## config.mk

```make
export PLATFORM = sky130hd
export DESIGN_NAME = bdCore
export DESIGN_NICKNAME = d
export VERILOG_FILES = /design/src/common/bdPkg.sv /design/src/design/hostDecoder.sv /design/src/design/regBank.sv /design/src/bdPack/wordAssembler.sv /design/src/bdPack/packetSerializer.sv /design/src/design/bdCore.sv
export SDC_FILE = /design/constraint.sdc
export NUM_CORES = 1
export LEC_CHECK = 0
export ABC_CLOCK_PERIOD_IN_PS = 6900
export BUFFER_PORTS_ARGS = -buffer_cell sky130_fd_sc_hd__buf_2
export CAP_MARGIN = 20
export CORE_ASPECT_RATIO = 0.7
export CORE_MARGIN = 4
export CORE_UTILIZATION = 52
export CTS_BUF_LIST = sky130_fd_sc_hd__clkbuf_16
export DETAILED_ROUTE_END_ITERATION = 7
export HOLD_SLACK_MARGIN = 0.06
export PLACE_DENSITY_LB_ADDON = 0.05
export SLEW_MARGIN = 40
export SYNTH_ARGS = -nofsm -noshare
export SYNTH_HDL_FRONTEND = slang
export SYNTH_SLANG_ARGS = --single-unit
```

## constraint.sdc

```tcl
create_clock -name sysClk -period 6.9 [get_ports sysClk]
set_input_delay 1.035 -clock sysClk [delete_from_list [all_inputs] [get_ports sysClk]]
set_output_delay 1.035 -clock sysClk [all_outputs]
set_load 0.005 [all_outputs]
```

## src/common/bdPkg.sv

```systemverilog
package bdPkg;

  // ------------------------------
  // Word field types
  // ------------------------------

  // Host command word and its fields
  typedef logic [31:0] hostWordT;
  typedef logic [6:0]  codeT;
  typedef logic [19:0] payloadT;

  // Register file
  typedef logic [15:0] regDataT;
  typedef logic [4:0]  regAddrT;

  // Chip side
  typedef logic [5:0]  leafT;
  typedef logic [5:0]  headerT;
  typedef logic [20:0] packetT;

  // Up to three 20-bit chunks
  typedef logic [59:0] wideT;

  // ------------------------------
  // Code ranges and registers
  // ------------------------------

  // Codes below this are leaves
  localparam codeT firstRegCode = 7'd64;
  // Codes from 64 up to here are register writes
  localparam codeT nopCode = 7'd96;

  // Bit 0 holds the chip reset
  localparam regAddrT resetReg = 5'd31;
  // Saturating drop count
  localparam regAddrT dropReg = 5'd30;

  // Leaves in the table
  localparam leafT adcLeaf  = 6'd0;
  localparam leafT dac0Leaf = 6'd1;
  localparam leafT amLeaf   = 6'd26;
  localparam leafT patLeaf  = 6'd27;

  // Serializer FSM
  typedef enum logic [1:0] {
    serIdle,
    serSend,
    serLast
  } serStateT;

  // ------------------------------
  // Leaf table lookup
  // ------------------------------

  // Returns 1 for a known leaf, fields through outputs
  function automatic logic bdLeafInfo(
    input  leafT       leaf,
    output headerT     header,
    output logic [1:0] chunks,
    output logic [5:0] totalBits,
    output logic [3:0] evenWidth,
    output logic [3:0] oddWidth
  );
    logic known;
    // Unknown leaf: harmless single-chunk defaults
    known     = 1'b1;
    header    = 6'b000000;
    chunks    = 2'd1;
    totalBits = 6'd0;
    evenWidth = 4'd0;
    oddWidth  = 4'd0;
    case (leaf)
      adcLeaf: begin
        header    = 6'b000001;
        totalBits = 6'd3;
        evenWidth = 4'd3;
        oddWidth  = 4'd3;
      end
      dac0Leaf: begin
        header    = 6'b000010;
        totalBits = 6'd11;
        evenWidth = 4'd11;
        oddWidth  = 4'd11;
      end
      amLeaf: begin
        header    = 6'b111001;
        chunks    = 2'd3;
        totalBits = 6'd42;
        evenWidth = 4'd11;
        oddWidth  = 4'd10;
      end
      patLeaf: begin
        header    = 6'b111010;
        chunks    = 2'd2;
        totalBits = 6'd40;
        evenWidth = 4'd10;
        oddWidth  = 4'd10;
      end
      default: known = 1'b0;
    endcase
    return known;
  endfunction

endpackage

```

## src/design/hostDecoder.sv

```systemverilog
`timescale 1ns/10ps

module hostDecoder (
  input  logic            sysClk,
  input  logic            rst,
  input  bdPkg::hostWordT hostWord,
  input  logic            hostValid,
  input  logic            chipReset,
  output logic            regWe,
  output bdPkg::regAddrT  regWAddr,
  output bdPkg::regDataT  regWData,
  output logic            chunkValid,
  output bdPkg::leafT     chunkLeaf,
  output bdPkg::payloadT  chunkData,
  output logic            dropPulse
);

  // Fields of the incoming word
  bdPkg::codeT    code;
  bdPkg::payloadT payload;
  logic           topBad;
  logic           isLeaf;
  logic           isReg;

  // Leaf lookup, only known is needed here
  logic           leafKnown;
  bdPkg::headerT  leafHeader;
  logic [1:0]     leafChunks;
  logic [5:0]     leafBits;
  logic [3:0]     leafEven;
  logic [3:0]     leafOdd;

  // ------------------------------
  // Classify
  // ------------------------------
  always_comb begin
    code    = hostWord[26:20];
    payload = hostWord[19:0];
    // Reserved top bits must be zero
    topBad  = |hostWord[31:27];
    isLeaf  = code < bdPkg::firstRegCode;
    isReg   = (code >= bdPkg::firstRegCode) && (code < bdPkg::nopCode);
    leafKnown = bdPkg::bdLeafInfo(code[5:0], leafHeader, leafChunks, leafBits,
                                  leafEven, leafOdd);
  end

  // Strobes, one cycle after hostValid
  always_ff @(posedge sysClk) begin
    if (rst) begin
      regWe      <= 1'b0;
      chunkValid <= 1'b0;
      dropPulse  <= 1'b0;
    end else begin
      regWe      <= hostValid && !topBad && isReg;
      chunkValid <= hostValid && !topBad && isLeaf && leafKnown && !chipReset;
      // Leaf held in reset, unknown leaf or bad top bits
      dropPulse  <= hostValid && (topBad || (isLeaf && (chipReset || !leafKnown)));
    end
  end

  // Payload side, captured on every strobe
  always_ff @(posedge sysClk) begin
    if (hostValid) begin
      // code - 64 is just the low bits
      regWAddr  <= code[4:0];
      regWData  <= payload[15:0];
      chunkLeaf <= code[5:0];
      chunkData <= payload;
    end
  end

  // Host leaves a gap so a registered word is taken before the next
  assert property (@(posedge sysClk) disable iff (rst) hostValid |=> !hostValid)
    else $error("hostValid while previous word pending");

endmodule

```

## src/design/regBank.sv

```systemverilog
`timescale 1ns/10ps

module regBank #(
  parameter int numRegs = 32
) (
  input  logic           sysClk,
  input  logic           rst,
  input  logic           regWe,
  input  bdPkg::regAddrT regWAddr,
  input  bdPkg::regDataT regWData,
  input  logic           dropPulse,
  input  bdPkg::regAddrT regAddr,
  output bdPkg::regDataT regData,
  output logic           chipReset
);

  // Control registers
  bdPkg::regDataT regs [numRegs];

  // ------------------------------
  // Writes and drop counter
  // ------------------------------
  always_ff @(posedge sysClk) begin
    if (rst) begin
      // Chip held in reset until the host clears it
      for (int i = 0; i < numRegs; i++) begin
        regs[i] <= (i == int'(bdPkg::resetReg)) ? bdPkg::regDataT'(1) : '0;
      end
    end else begin
      // Drop register is read only from the host side
      if (regWe && (regWAddr != bdPkg::dropReg) && (int'(regWAddr) < numRegs)) begin
        regs[regWAddr] <= regWData;
      end
      // Saturates at all ones
      if (dropPulse && (regs[bdPkg::dropReg] != '1)) begin
        regs[bdPkg::dropReg] <= regs[bdPkg::dropReg] + 1'b1;
      end
    end
  end

  // ------------------------------
  // Readback
  // ------------------------------

  // Out of range reads as zero
  assign regData = (int'(regAddr) < numRegs) ? regs[regAddr] : '0;

  assign chipReset = regs[bdPkg::resetReg][0];

endmodule

```

## src/bdPack/wordAssembler.sv

```systemverilog
`timescale 1ns/10ps

module wordAssembler (
  input  logic           sysClk,
  input  logic           rst,
  input  logic           chunkValid,
  input  bdPkg::leafT    chunkLeaf,
  input  bdPkg::payloadT chunkData,
  input  logic           serBusy,
  output logic           hostReady,
  output logic           wideValid,
  output bdPkg::wideT    wideData,
  output bdPkg::leafT    wideLeaf
);

  // Chunks taken so far for the current word
  logic [1:0]    chunkCnt;
  logic          lastChunk;

  // Leaf lookup
  logic          leafKnown;
  bdPkg::headerT leafHeader;
  logic [1:0]    leafChunks;
  logic [5:0]    leafBits;
  logic [3:0]    leafEven;
  logic [3:0]    leafOdd;

  always_comb begin
    leafKnown = bdPkg::bdLeafInfo(chunkLeaf, leafHeader, leafChunks, leafBits,
                                  leafEven, leafOdd);
    // Unknown leaf closes at once
    lastChunk = !leafKnown || ((chunkCnt + 2'd1) >= leafChunks);
  end

  // ------------------------------
  // Chunk count
  // ------------------------------
  always_ff @(posedge sysClk) begin
    if (rst) begin
      chunkCnt  <= 2'd0;
      wideValid <= 1'b0;
    end else begin
      // One-cycle pulse after the final chunk
      wideValid <= chunkValid && lastChunk;
      if (chunkValid) begin
        chunkCnt <= lastChunk ? 2'd0 : chunkCnt + 2'd1;
      end
    end
  end

  // ------------------------------
  // Word assembly
  // ------------------------------

  // Chunk n lands at bit 20n
  always_ff @(posedge sysClk) begin
    if (chunkValid) begin
      wideLeaf <= chunkLeaf;
      case (chunkCnt)
        2'd1:    wideData[39:20] <= chunkData;
        2'd2:    wideData[59:40] <= chunkData;
        // First chunk clears the upper part
        default: wideData <= bdPkg::wideT'(chunkData);
      endcase
    end
  end

  // Low from the finished word until the last packet is out
  assign hostReady = !(wideValid || serBusy);

  // Chunks of one word come from one leaf
  assert property (@(posedge sysClk) disable iff (rst)
    chunkValid && (chunkCnt != 2'd0) |-> chunkLeaf == wideLeaf)
    else $error("Leaf changed inside a word");

endmodule

```

## src/bdPack/packetSerializer.sv

```systemverilog
`timescale 1ns/10ps

module packetSerializer (
  input  logic          sysClk,
  input  logic          rst,
  input  logic          wideValid,
  input  bdPkg::wideT   wideData,
  input  bdPkg::leafT   wideLeaf,
  output bdPkg::packetT outData,
  output logic          outValid,
  input  logic          outReady,
  output logic          serBusy
);

  bdPkg::serStateT state;

  // Latched word, shifted down after each packet
  bdPkg::wideT   shiftReg;
  bdPkg::leafT   curLeaf;
  logic [5:0]    consumed;
  logic          oddPkt;

  // Leaf lookup
  bdPkg::leafT   infoLeaf;
  logic          leafKnown;
  bdPkg::headerT leafHeader;
  logic [1:0]    leafChunks;
  logic [5:0]    leafBits;
  logic [3:0]    evenWidth;
  logic [3:0]    oddWidth;

  // Slice of the current packet
  logic [3:0]    curWidth;
  logic [3:0]    nextWidth;
  logic [3:0]    sliceWidth;
  logic [5:0]    remaining;
  logic [14:0]   sliceMask;
  logic          xfer;

  // ------------------------------
  // Slice select
  // ------------------------------
  always_comb begin
    // Look at the incoming leaf while idle
    infoLeaf  = (state == bdPkg::serIdle) ? wideLeaf : curLeaf;
    leafKnown = bdPkg::bdLeafInfo(infoLeaf, leafHeader, leafChunks, leafBits,
                                  evenWidth, oddWidth);
    curWidth  = oddPkt ? oddWidth : evenWidth;
    nextWidth = oddPkt ? evenWidth : oddWidth;
    remaining = leafBits - consumed;
    // Trim the final slice to what is left
    sliceWidth = (remaining < 6'(curWidth)) ? remaining[3:0] : curWidth;
    sliceMask  = 15'((16'd1 << sliceWidth) - 16'd1);
  end

  assign outValid = (state != bdPkg::serIdle);
  assign serBusy  = outValid;
  assign xfer     = outValid && outReady;

  // Header low, zero-extended slice above
  assign outData = {shiftReg[14:0] & sliceMask, leafHeader};

  // ------------------------------
  // FSM
  // ------------------------------
  always_ff @(posedge sysClk) begin
    if (rst) begin
      state <= bdPkg::serIdle;
    end else begin
      case (state)
        bdPkg::serIdle: begin
          // Unknown leaf is discarded
          if (wideValid && leafKnown) begin
            state <= (6'(evenWidth) >= leafBits) ? bdPkg::serLast : bdPkg::serSend;
          end
        end
        bdPkg::serSend: begin
          // Next packet is the last one when it reaches totalBits
          if (xfer && ((consumed + 6'(sliceWidth) + 6'(nextWidth)) >= leafBits)) begin
            state <= bdPkg::serLast;
          end
        end
        bdPkg::serLast: begin
          if (xfer) begin
            state <= bdPkg::serIdle;
          end
        end
        default: state <= bdPkg::serIdle;
      endcase
    end
  end

  // Datapath, loaded on start and stepped per transfer
  always_ff @(posedge sysClk) begin
    if (state == bdPkg::serIdle) begin
      if (wideValid) begin
        shiftReg <= wideData;
        curLeaf  <= wideLeaf;
        consumed <= 6'd0;
        oddPkt   <= 1'b0;
      end
    end else if (xfer) begin
      shiftReg <= shiftReg >> sliceWidth;
      consumed <= consumed + 6'(sliceWidth);
      oddPkt   <= !oddPkt;
    end
  end

  // Held packet under back-pressure
  assert property (@(posedge sysClk) disable iff (rst)
    outValid && !outReady |=> outValid && $stable(outData))
    else $error("outData changed while stalled");

  // hostReady upstream keeps new words out while busy
  assert property (@(posedge sysClk) disable iff (rst) wideValid |-> !serBusy)
    else $error("wideValid while serializer busy");

endmodule

```

## src/design/bdCore.sv

```systemverilog
`timescale 1ns/10ps

module bdCore #(
  parameter int numRegs = 32
) (
  input  logic            sysClk,
  input  logic            rst,
  // Host side
  input  bdPkg::hostWordT hostWord,
  input  logic            hostValid,
  output logic            hostReady,
  // Chip side
  output bdPkg::packetT   outData,
  output logic            outValid,
  input  logic            outReady,
  // Control and readback
  output logic            chipReset,
  input  bdPkg::regAddrT  regAddr,
  output bdPkg::regDataT  regData
);

  // ------------------------------
  // Internal wiring
  // ------------------------------

  // Register write port
  logic           regWe;
  bdPkg::regAddrT regWAddr;
  bdPkg::regDataT regWData;
  logic           dropPulse;

  // Leaf chunks
  logic           chunkValid;
  bdPkg::leafT    chunkLeaf;
  bdPkg::payloadT chunkData;

  // Wide word to the serializer
  logic           wideValid;
  bdPkg::wideT    wideData;
  bdPkg::leafT    wideLeaf;
  logic           serBusy;

  hostDecoder uDecoder (
    .sysClk     (sysClk),
    .rst        (rst),
    .hostWord   (hostWord),
    .hostValid  (hostValid),
    .chipReset  (chipReset),
    .regWe      (regWe),
    .regWAddr   (regWAddr),
    .regWData   (regWData),
    .chunkValid (chunkValid),
    .chunkLeaf  (chunkLeaf),
    .chunkData  (chunkData),
    .dropPulse  (dropPulse)
  );

  regBank #(
    .numRegs (numRegs)
  ) uRegs (
    .sysClk    (sysClk),
    .rst       (rst),
    .regWe     (regWe),
    .regWAddr  (regWAddr),
    .regWData  (regWData),
    .dropPulse (dropPulse),
    .regAddr   (regAddr),
    .regData   (regData),
    .chipReset (chipReset)
  );

  // Leaf path
  wordAssembler uAssembler (
    .sysClk     (sysClk),
    .rst        (rst),
    .chunkValid (chunkValid),
    .chunkLeaf  (chunkLeaf),
    .chunkData  (chunkData),
    .serBusy    (serBusy),
    .hostReady  (hostReady),
    .wideValid  (wideValid),
    .wideData   (wideData),
    .wideLeaf   (wideLeaf)
  );

  packetSerializer uSerializer (
    .sysClk    (sysClk),
    .rst       (rst),
    .wideValid (wideValid),
    .wideData  (wideData),
    .wideLeaf  (wideLeaf),
    .outData   (outData),
    .outValid  (outValid),
    .outReady  (outReady),
    .serBusy   (serBusy)
  );

endmodule

```

==> results of run 1 <==
## cell usage after synthesis, types with 5 or more instances
library cell | number | area share
edfxtp_1 | 677 | 0.59
and2_1 | 557 | 0.10
clkbuf_1 | 165 | 0.018
mux4_2 | 163 | 0.11
nor2_1 | 121 | 0.013
o211ai_1 | 109 | 0.024
inv_1 | 64 | 0.0070
nand2_1 | 59 | 0.0064
o2111ai_1 | 56 | 0.014
mux2i_1 | 45 | 0.013
or2_2 | 34 | 0.0062
a211oi_1 | 33 | 0.0072
nand3_1 | 32 | 0.0046
a21oi_1 | 31 | 0.0045
nand4_1 | 31 | 0.0056
a22oi_1 | 27 | 0.0059
o21ai_0 | 27 | 0.0039
buf_1 | 25 | 0.0027
ha_1 | 21 | 0.0076
o21a_1 | 20 | 0.0043
a21boi_0 | 18 | 0.0039
buf_2 | 18 | 0.0026
mux2_2 | 18 | 0.0059
xor2_1 | 15 | 0.0038
nor3_1 | 14 | 0.0020
a21o_1 | 10 | 0.0022
nor2b_1 | 9 | 0.0016
xnor2_1 | 9 | 0.0023
dfxtp_1 | 8 | 0.0046
a32oi_1 | 7 | 0.0018
a31oi_1 | 6 | 0.0011
nand2b_1 | 6 | 0.0011
nand3b_1 | 6 | 0.0013
nor3b_1 | 6 | 0.0013
a22o_1 | 5 | 0.0013
and3_1 | 5 | 0.00091
o22ai_1 | 5 | 0.00091
## state kept, by name (all words and copies together), names as in the netlist
| register | cells |
|---|---|
| uSerializer.state | 2 |
| uAssembler.wideData | 60 |
| uDecoder.chunkValid | 1 |
| uDecoder.chunkLeaf | 6 |
| uDecoder.regWe | 1 |
| uDecoder.chunkData | 20 |
| uSerializer.shiftReg | 60 |
| uSerializer.oddPkt | 1 |
| uAssembler.chunkCnt | 2 |
| uAssembler.wideValid | 1 |
| uRegs.regs | 512 |
| uSerializer.consumed | 6 |
| uDecoder.dropPulse | 1 |
| uAssembler.wideLeaf | 6 |
| uSerializer.curLeaf | 6 |
## per-stage QoR
step	hold WS, ns	setup TNS, ns
floorplan	0.417	0
global placement	0.429	0
detailed placement	0.431	0
CTS	0.446	0
global route	0.464	-0.147
finish	0.454	0
## cell type report
class,instances,area (um^2),share of cell area
tap,880,1100,0.0287
timing repair buffer,178,1240,0.0325
multi-input combinational,1558,13100,0.342
inverter,67,263,0.00686
clock buffer,73,1830,0.0477
clock inverter,50,305,0.00797
sequential,685,20500,0.535
antenna,1,2.50,0.0000653
## power by group
group	switching (W)	leakage, nW	internal [W]	total (W)
combinational	0.000347	6.05	0.000174	0.000521
clock	0.00162	1.12	0.00202	0.00363
sequential	0.0000432	7.01	0.00465	0.00469
total	0.00201	14.2	0.00684	0.00884
## logic make-up (layout without fill, tap and decap cells)
kind of cell             Yosys count  after routing
AND/OR/NAND/NOR                  900            900
flip-flops                       685            685
AO/OA/AOI/OAI                    382            382
buffers and inverters            283            368
multiplexers                     227            227
adder cells (fa/ha/maj)           24             24
XOR/XNOR                          24             24
other                              1              2
## worst max-delay path by stage
stage / startpoint / end / slack, ns / cells past startpoint
2_1_floorplan: uSerializer.state[1]$_SDFFE_PP0P_ / outData[16] / 0.48 / 29
3_3_place_gp: uSerializer.state[0]$_SDFFE_PP0P_ / outData[16] / 0.32 / 27
3_5_place_dp: uSerializer.state[0]$_SDFFE_PP0P_ / outData[16] / 0.08 / 27
4_1_cts: uSerializer.state[1]$_SDFFE_PP0P_ / outData[16] / 0.002 / 26
5_1_grt: uSerializer.state[1]$_SDFFE_PP0P_ / outData[16] / -0.08 / 27
6_report: uSerializer.state[1]$_SDFFE_PP0P_ / outData[16] / 0.25 / 24
## what timing repair did
action | 4_1_cts | 5_1_grt
cloned | 0 | 1
resized for setup | 12 | 27
buffers inserted | 3 | 11
hold endpoints to repair | 0 | 0
endpoints found under the setup margin | 5 | 8
pin swaps | 3 | 10
## metal layers
layer,global-route usage,routed length [um],part of all wire,vias to the layer above
met5,0,0,0,-
met4,0.0572,1830,0.018,0
met3,0.0739,10500,0.10,127
met2,0.407,44100,0.43,1095
met1,0.458,46200,0.45,11400
li1,-,-,-,9644
==> impl_results.md, run 1 <==
- Status: finished, final reports clean
- Fin. Hold Viols: 0
- Hold depth: 0
- Vias: 22300
- Antenna-violating nets left: 0
- CTS Buf Count: 69
- Starting density of the core: 0.529
- Hold endpoint: uSerializer.curLeaf[5]$_DFFE_PP_
- 1st-iter DRT viols: 3096
- Pin slew with the least headroom to its limit: 0.916 ns
- Core Region: 65300 um^2
- Peak supply drop: 0.211 mV
- Post-DP Area: 35900 um^2
- Most frequent cells in the layout: edfxtp_1, and2_1, mux4_2, nor2_1, o211ai_1
- Synthesized area: 34500 um^2
- Die Height: 224 um
- Initial antenna violation count: 8
- PortBufs: 79
- Worst Setup Slack, final: 0.248 ns
- Final Cycle Share: 0.964
- Setup Viol. Count Final: 0
- Max-slew headroom: 0.385
- Clk buf depth: 3
- Worst r2r dst: uSerializer.state[0]$_SDFFE_PP0P_
- Final core utilization: 0.587
- Post-synthesis cell count: 2526
- Drt first pass iters: 5
- First-pass GRT wire length: 149000 um
- Clock Latency Late Sink: 0.62 ns
- Drt via density: 6.39
- Wire per inst: 29.4 um
- Final Critical Period: 6.65 ns
- WP data arrival: 5.62 ns
- Nets: 2624
- Hold Startpoint: uAssembler.wideLeaf[5]$_DFFE_PP_
- Gr ovfl total: 0
- DRC Markers: 0
- Clock sinks: 685
- Max Fclk: 150 MHz
- Crit-path cells: or4_4 -> o31ai_2 -> nand2_1 -> buf_4 -> ha_1 -> fa_1 -> inv_1 -> ha_1 -> nor2b_1 -> o311a_4 -> nor3_2 -> buf_4 -> a211oi_4 -> a21o_2 -> nand2_1 -> nor3_2 -> buf_4 -> inv_1 -> ha_4 -> nor3_4 -> a22o_1 -> nand2_1 -> a21oi_2 -> buf_2
- HP Class: flop to flop
- Top delay family on crit path: simple AND/OR/NAND/NOR gates
- Final Routed Wirelength: 103000 um
- Post-Synth Adder-Cell Area: 0.00935
- Post-synth EDFFs: 677
- Slowest stage cell, crit path: fa_1
- Width of the die: 316 um
- Placed cells: 3353
- Worst path max stage delay: 0.58 ns
- Max-slew violations: 0
- H-tree depth: 3
- GP Congestion: 0.939
- Yosys cell types: 77
- CP endpoint kind: output pin
- CP Launch Type: flop
- Share of cells above drive strength 1: 0.200
- Most common cell after layout, fill and taps aside: edfxtp_1
- Largest family of logic cells by synthesized area: simple AND/OR/NAND/NOR gates
- Clk_skew: 0.0173 ns
- Compound-gate portion of the synthesized area: 0.0827
- # fillers: 5186
- Area delta synth->final: 11.0%
- Fin area: 38300 um^2
- Tot GR Track Use: 0.289
- Max-cap violations: 0
- WS Path Type: flop to output pin
- Async SR Flop Fraction: 0
- R2r startpoint: uSerializer.state[1]$_SDFFE_PP0P_
- Root Driver: clkbuf_16
- Power, Total: 0.00884 W
- Yosys reg bits: 685
- R2r worst-path depth: 29
- Setup WS pre-CTS: 0.0829 ns
- Xor/xnor share of the synthesized area: 0.00609
- Seq/Total Area, Yosys: 0.593
- Worst Path Buf+Inv: 6
- Lkg Pwr: 14.2 nW
- Num ports: 81
- Reg2Reg Setup Slack: 0.56 ns
- Simple-Gate Fraction of Synth Area: 0.150
- CTS tree: yes
- Required @ worst endpoint: 5.86 ns
- Non-Filler Instances: 3492
- Clock slew at reported path FFs: 0.06 ns
- Syn nets: 2591
- Multiplexer share of the synthesized area: 0.126
- Hold-fix buffers, CTS: 0
- Placement Rows: 78
- Top_reg_cell synth: edfxtp_1
- Die area: 70700 um^2
- Largest net degree at the start of global routing: 88
- Worst Path Max Fanout: 8
- Yosys warns: 0
- Vias in the first global route: 21400
- Final HPWL DP: 65400 um
- Pwr/cell area: 231 nW/um^2
- Post-Syn Area per Cell: 13.7 um^2
Note: power is estimated with default switching activity, not from simulation.
==> run 2: changes to the inputs <==
--- a/config.mk
+++ b/config.mk
@@ -15,6 +15,7 @@
 export DETAILED_ROUTE_END_ITERATION = 7
 export HOLD_SLACK_MARGIN = 0.06
 export PLACE_DENSITY_LB_ADDON = 0.05
+export RECOVER_POWER = 25
 export SLEW_MARGIN = 40
 export SYNTH_ARGS = -nofsm -noshare
 export SYNTH_HDL_FRONTEND = slang
==> run 2 against run 1 <==
  * The flow now finishes with violations (capacitance limit, slew limit)
  * Combinational power decreased by 0.8%
  * Sequential power about the same
  * Non-clock buffer count unchanged
  * Via count about the same
==> impl_results.md, run 2 (synthesis gave the netlist of run 1 again) <==
- Setup Viol. Count Final: 0 (unchanged)
- Nets: 2624 (unchanged)
- Final HPWL DP: 65400 um (unchanged)
- Clk pwr share: 0.412 (was 0.411)
- HP Class: flop to flop (unchanged)
- CP Launch Type: flop (unchanged)
- Peak supply drop: 0.213 mV (was 0.211 mV)
- Worst path max stage delay: 0.55 ns (was 0.58 ns)
- First-pass GRT wire length: 149000 um (unchanged)
- Biggest regs: uRegs.regs (512), uAssembler.wideData (60), uSerializer.shiftReg (60) (unchanged)
- DRC Markers: 0 (unchanged)
- Area delta synth->final: 10.6% (was 11.0%)
- Drt first pass iters: 6 (was 5)
- Max Fclk: 150 MHz (about the same)
- Top delay family on crit path: simple AND/OR/NAND/NOR gates (unchanged)
- Wire per inst: 29.4 um (about the same)
- Share of cells above drive strength 1: 0.186 (was 0.200)
- WP data arrival: 5.65 ns (was 5.62 ns)
- CP endpoint kind: output pin (unchanged)
- Final Critical Period: 6.68 ns (was 6.65 ns)
- Post-DP Area: 35900 um^2 (unchanged)
- Fin area: 38200 um^2 (was 38300 um^2)
- Slowest stage cell, crit path: or4_4 (was fa_1)
- Max-slew violations: 709 (was 0)
- CTS tree: yes (unchanged)
- Starting density of the core: 0.529 (unchanged)
- Max reg flops: 512 (unchanged)
- PortBufs: 79 (unchanged)
- WS Path Type: flop to output pin (unchanged)
- Tot GR Track Use: 0.289 (unchanged)
- Max-cap violations: 20 (was 0)
- Worst Path Buf+Inv: 5 (was 6)
- Clk_skew: 0.0179 ns (was 0.0173 ns)
- Most common cell after layout, fill and taps aside: edfxtp_1 (unchanged)
- Placement Rows: 78 (unchanged)
- Width of the die: 316 um (unchanged)
- H-tree depth: 3 (unchanged)
- M1 wire length: 45200 um (was 46200 um)
- Gr ovfl total: 0 (unchanged)
- Diodes inserted: 0 (was 1)
- Worst Path Max Fanout: 8 (unchanged)
- Metal3 WL: 11700 um (was 10500 um)
- Power, Total: 0.00885 W (was 0.00884 W)
- Die area: 70700 um^2 (unchanged)
- Clock Latency Late Sink: 0.63 ns (was 0.62 ns)
- Root Driver: clkbuf_16 (unchanged)
- Clk buf depth: 3 (unchanged)
- Status: finished, violations left (was finished, final reports clean)
- Pwr/cell area: 232 nW/um^2 (was 231 nW/um^2)
- Setup WS pre-CTS: 0.0829 ns (unchanged)
- Clock sinks: 685 (unchanged)
- Final Routed Wirelength: 103000 um (about the same)
- Initial antenna violation count: 12 (was 8)
- Clock slew at reported path FFs: 0.06 ns (about the same)
- Drt via density: 6.40 (was 6.39)
- Vias: 22300 (about the same)
- Logic gate share of total power: 0.058 (was 0.059)
- Seq pwr share: 0.530 (about the same)
- Length of routed met2 wiring: 44000 um (was 44100 um)
- Lkg Pwr: 14.0 nW (was 14.2 nW)
- Largest net degree at the start of global routing: 88 (unchanged)
- Switch Pwr: 0.00201 W (about the same)
- Required @ worst endpoint: 5.86 ns (about the same)
- 1st-iter DRT viols: 3213 (was 3096)
- Worst Setup Slack, final: 0.215 ns (was 0.248 ns)
- CTS Buf Count: 69 (unchanged)
- GP Congestion: 0.939 (unchanged)
- Max-slew headroom: -1.71 (was 0.385)
- Int Pwr: 0.00683 W (was 0.00684 W)
- Failing checks: capacitance limit, slew limit
- Vias in the first global route: 21400 (unchanged)
- Most frequent cells in the layout: edfxtp_1, and2_1, mux4_2, nor2_1, o211ai_1 (unchanged)
- Core Region: 65300 um^2 (unchanged)
- Highest Signal Layer: met5 (was met4)
- Fin. Hold Viols: 0 (unchanged)
- Switch share: 0.227 (about the same)
- Num ports: 81 (unchanged)
- Antenna-violating nets left: 0 (unchanged)
- Largest Register: uRegs.regs (unchanged)
- Final Cycle Share: 0.969 (was 0.964)
- Die Height: 224 um (unchanged)
- Pin slew with the least headroom to its limit: 4.06 ns (was 0.916 ns)
- Hold-fix buffers, CTS: 0 (unchanged)
[run 2: cell types whose count changed in the layout (fill, tap and decap cells not counted), moves of 8 or more]
cell	before	now
buf_2	75	67
and2_1	555	474
and2_0	0	82
buf_4	93	66
clkbuf_1	0	36
[run 2: cell type report]
cell class	count	area, um^2
repair buffers	178	1130
well taps	880	1100
clock buffers	73	1830
fillers	5211	27100
flip-flops and latches	685	20500
clock inverters	50	305
multi-input cells	1558	13100
inverters	67	263
[run 2: timing repair]
action,CTS,global route
gates resized for setup,12,27
endpoints found under the hold margin,0,0
pin swaps,3,10
cloned,0,1
endpoints found under the setup margin,5,8
setup buffers,3,11
[run 2: worst paths after layout]
kind,cells past startpoint,end,slack [ns],start
worst max register to register,28,uSerializer.state[0]$_SDFFE_PP0P_,0.54,uSerializer.state[1]$_SDFFE_PP0P_
worst min-delay path,0,uSerializer.curLeaf[5]$_DFFE_PP_,0.45,uAssembler.wideLeaf[5]$_DFFE_PP_
worst min register to register,0,uSerializer.curLeaf[5]$_DFFE_PP_,0.45,uAssembler.wideLeaf[5]$_DFFE_PP_
worst max-delay path,26,outData[16],0.22,uSerializer.state[1]$_SDFFE_PP0P_
[run 2: stage by stage]
| step | TNS, ns | instances | utilization | hold slack [ns] |
|---|---|---|---|---|
| final | 0 | 3491 | 0.585 | 0.451 |
| after global routing | -0.147 | 3491 | 0.585 | 0.464 |
| after CTS | 0 | 3479 | 0.583 | 0.446 |
| after detailed placement | 0 | 3353 | 0.550 | 0.431 |
| after global placement | 0 | 3352 | 0.549 | 0.429 |
| after floorplan | 0 | 2526 | - | 0.417 |
[run 2: routing by layer]
metal,vias up,GRT usage
li1,9648,-
met1,11400,0.458
met2,1162,0.407
met3,121,0.0739
met4,4,0.0572
met5,-,0
[run 2: power by group through the flow]
| stage | clock network [W] | logic, W | registers [W] |
|---|---|---|---|
| floorplan | 0 | 0.000281 | 0.00476 |
| global placement | 0 | 0.000516 | 0.00477 |
| detailed placement | 0 | 0.000522 | 0.00478 |
| CTS | 0.00369 | 0.000523 | 0.00469 |
| global route | 0.00385 | 0.000541 | 0.00470 |
| finish | 0.00364 | 0.000517 | 0.00469 |
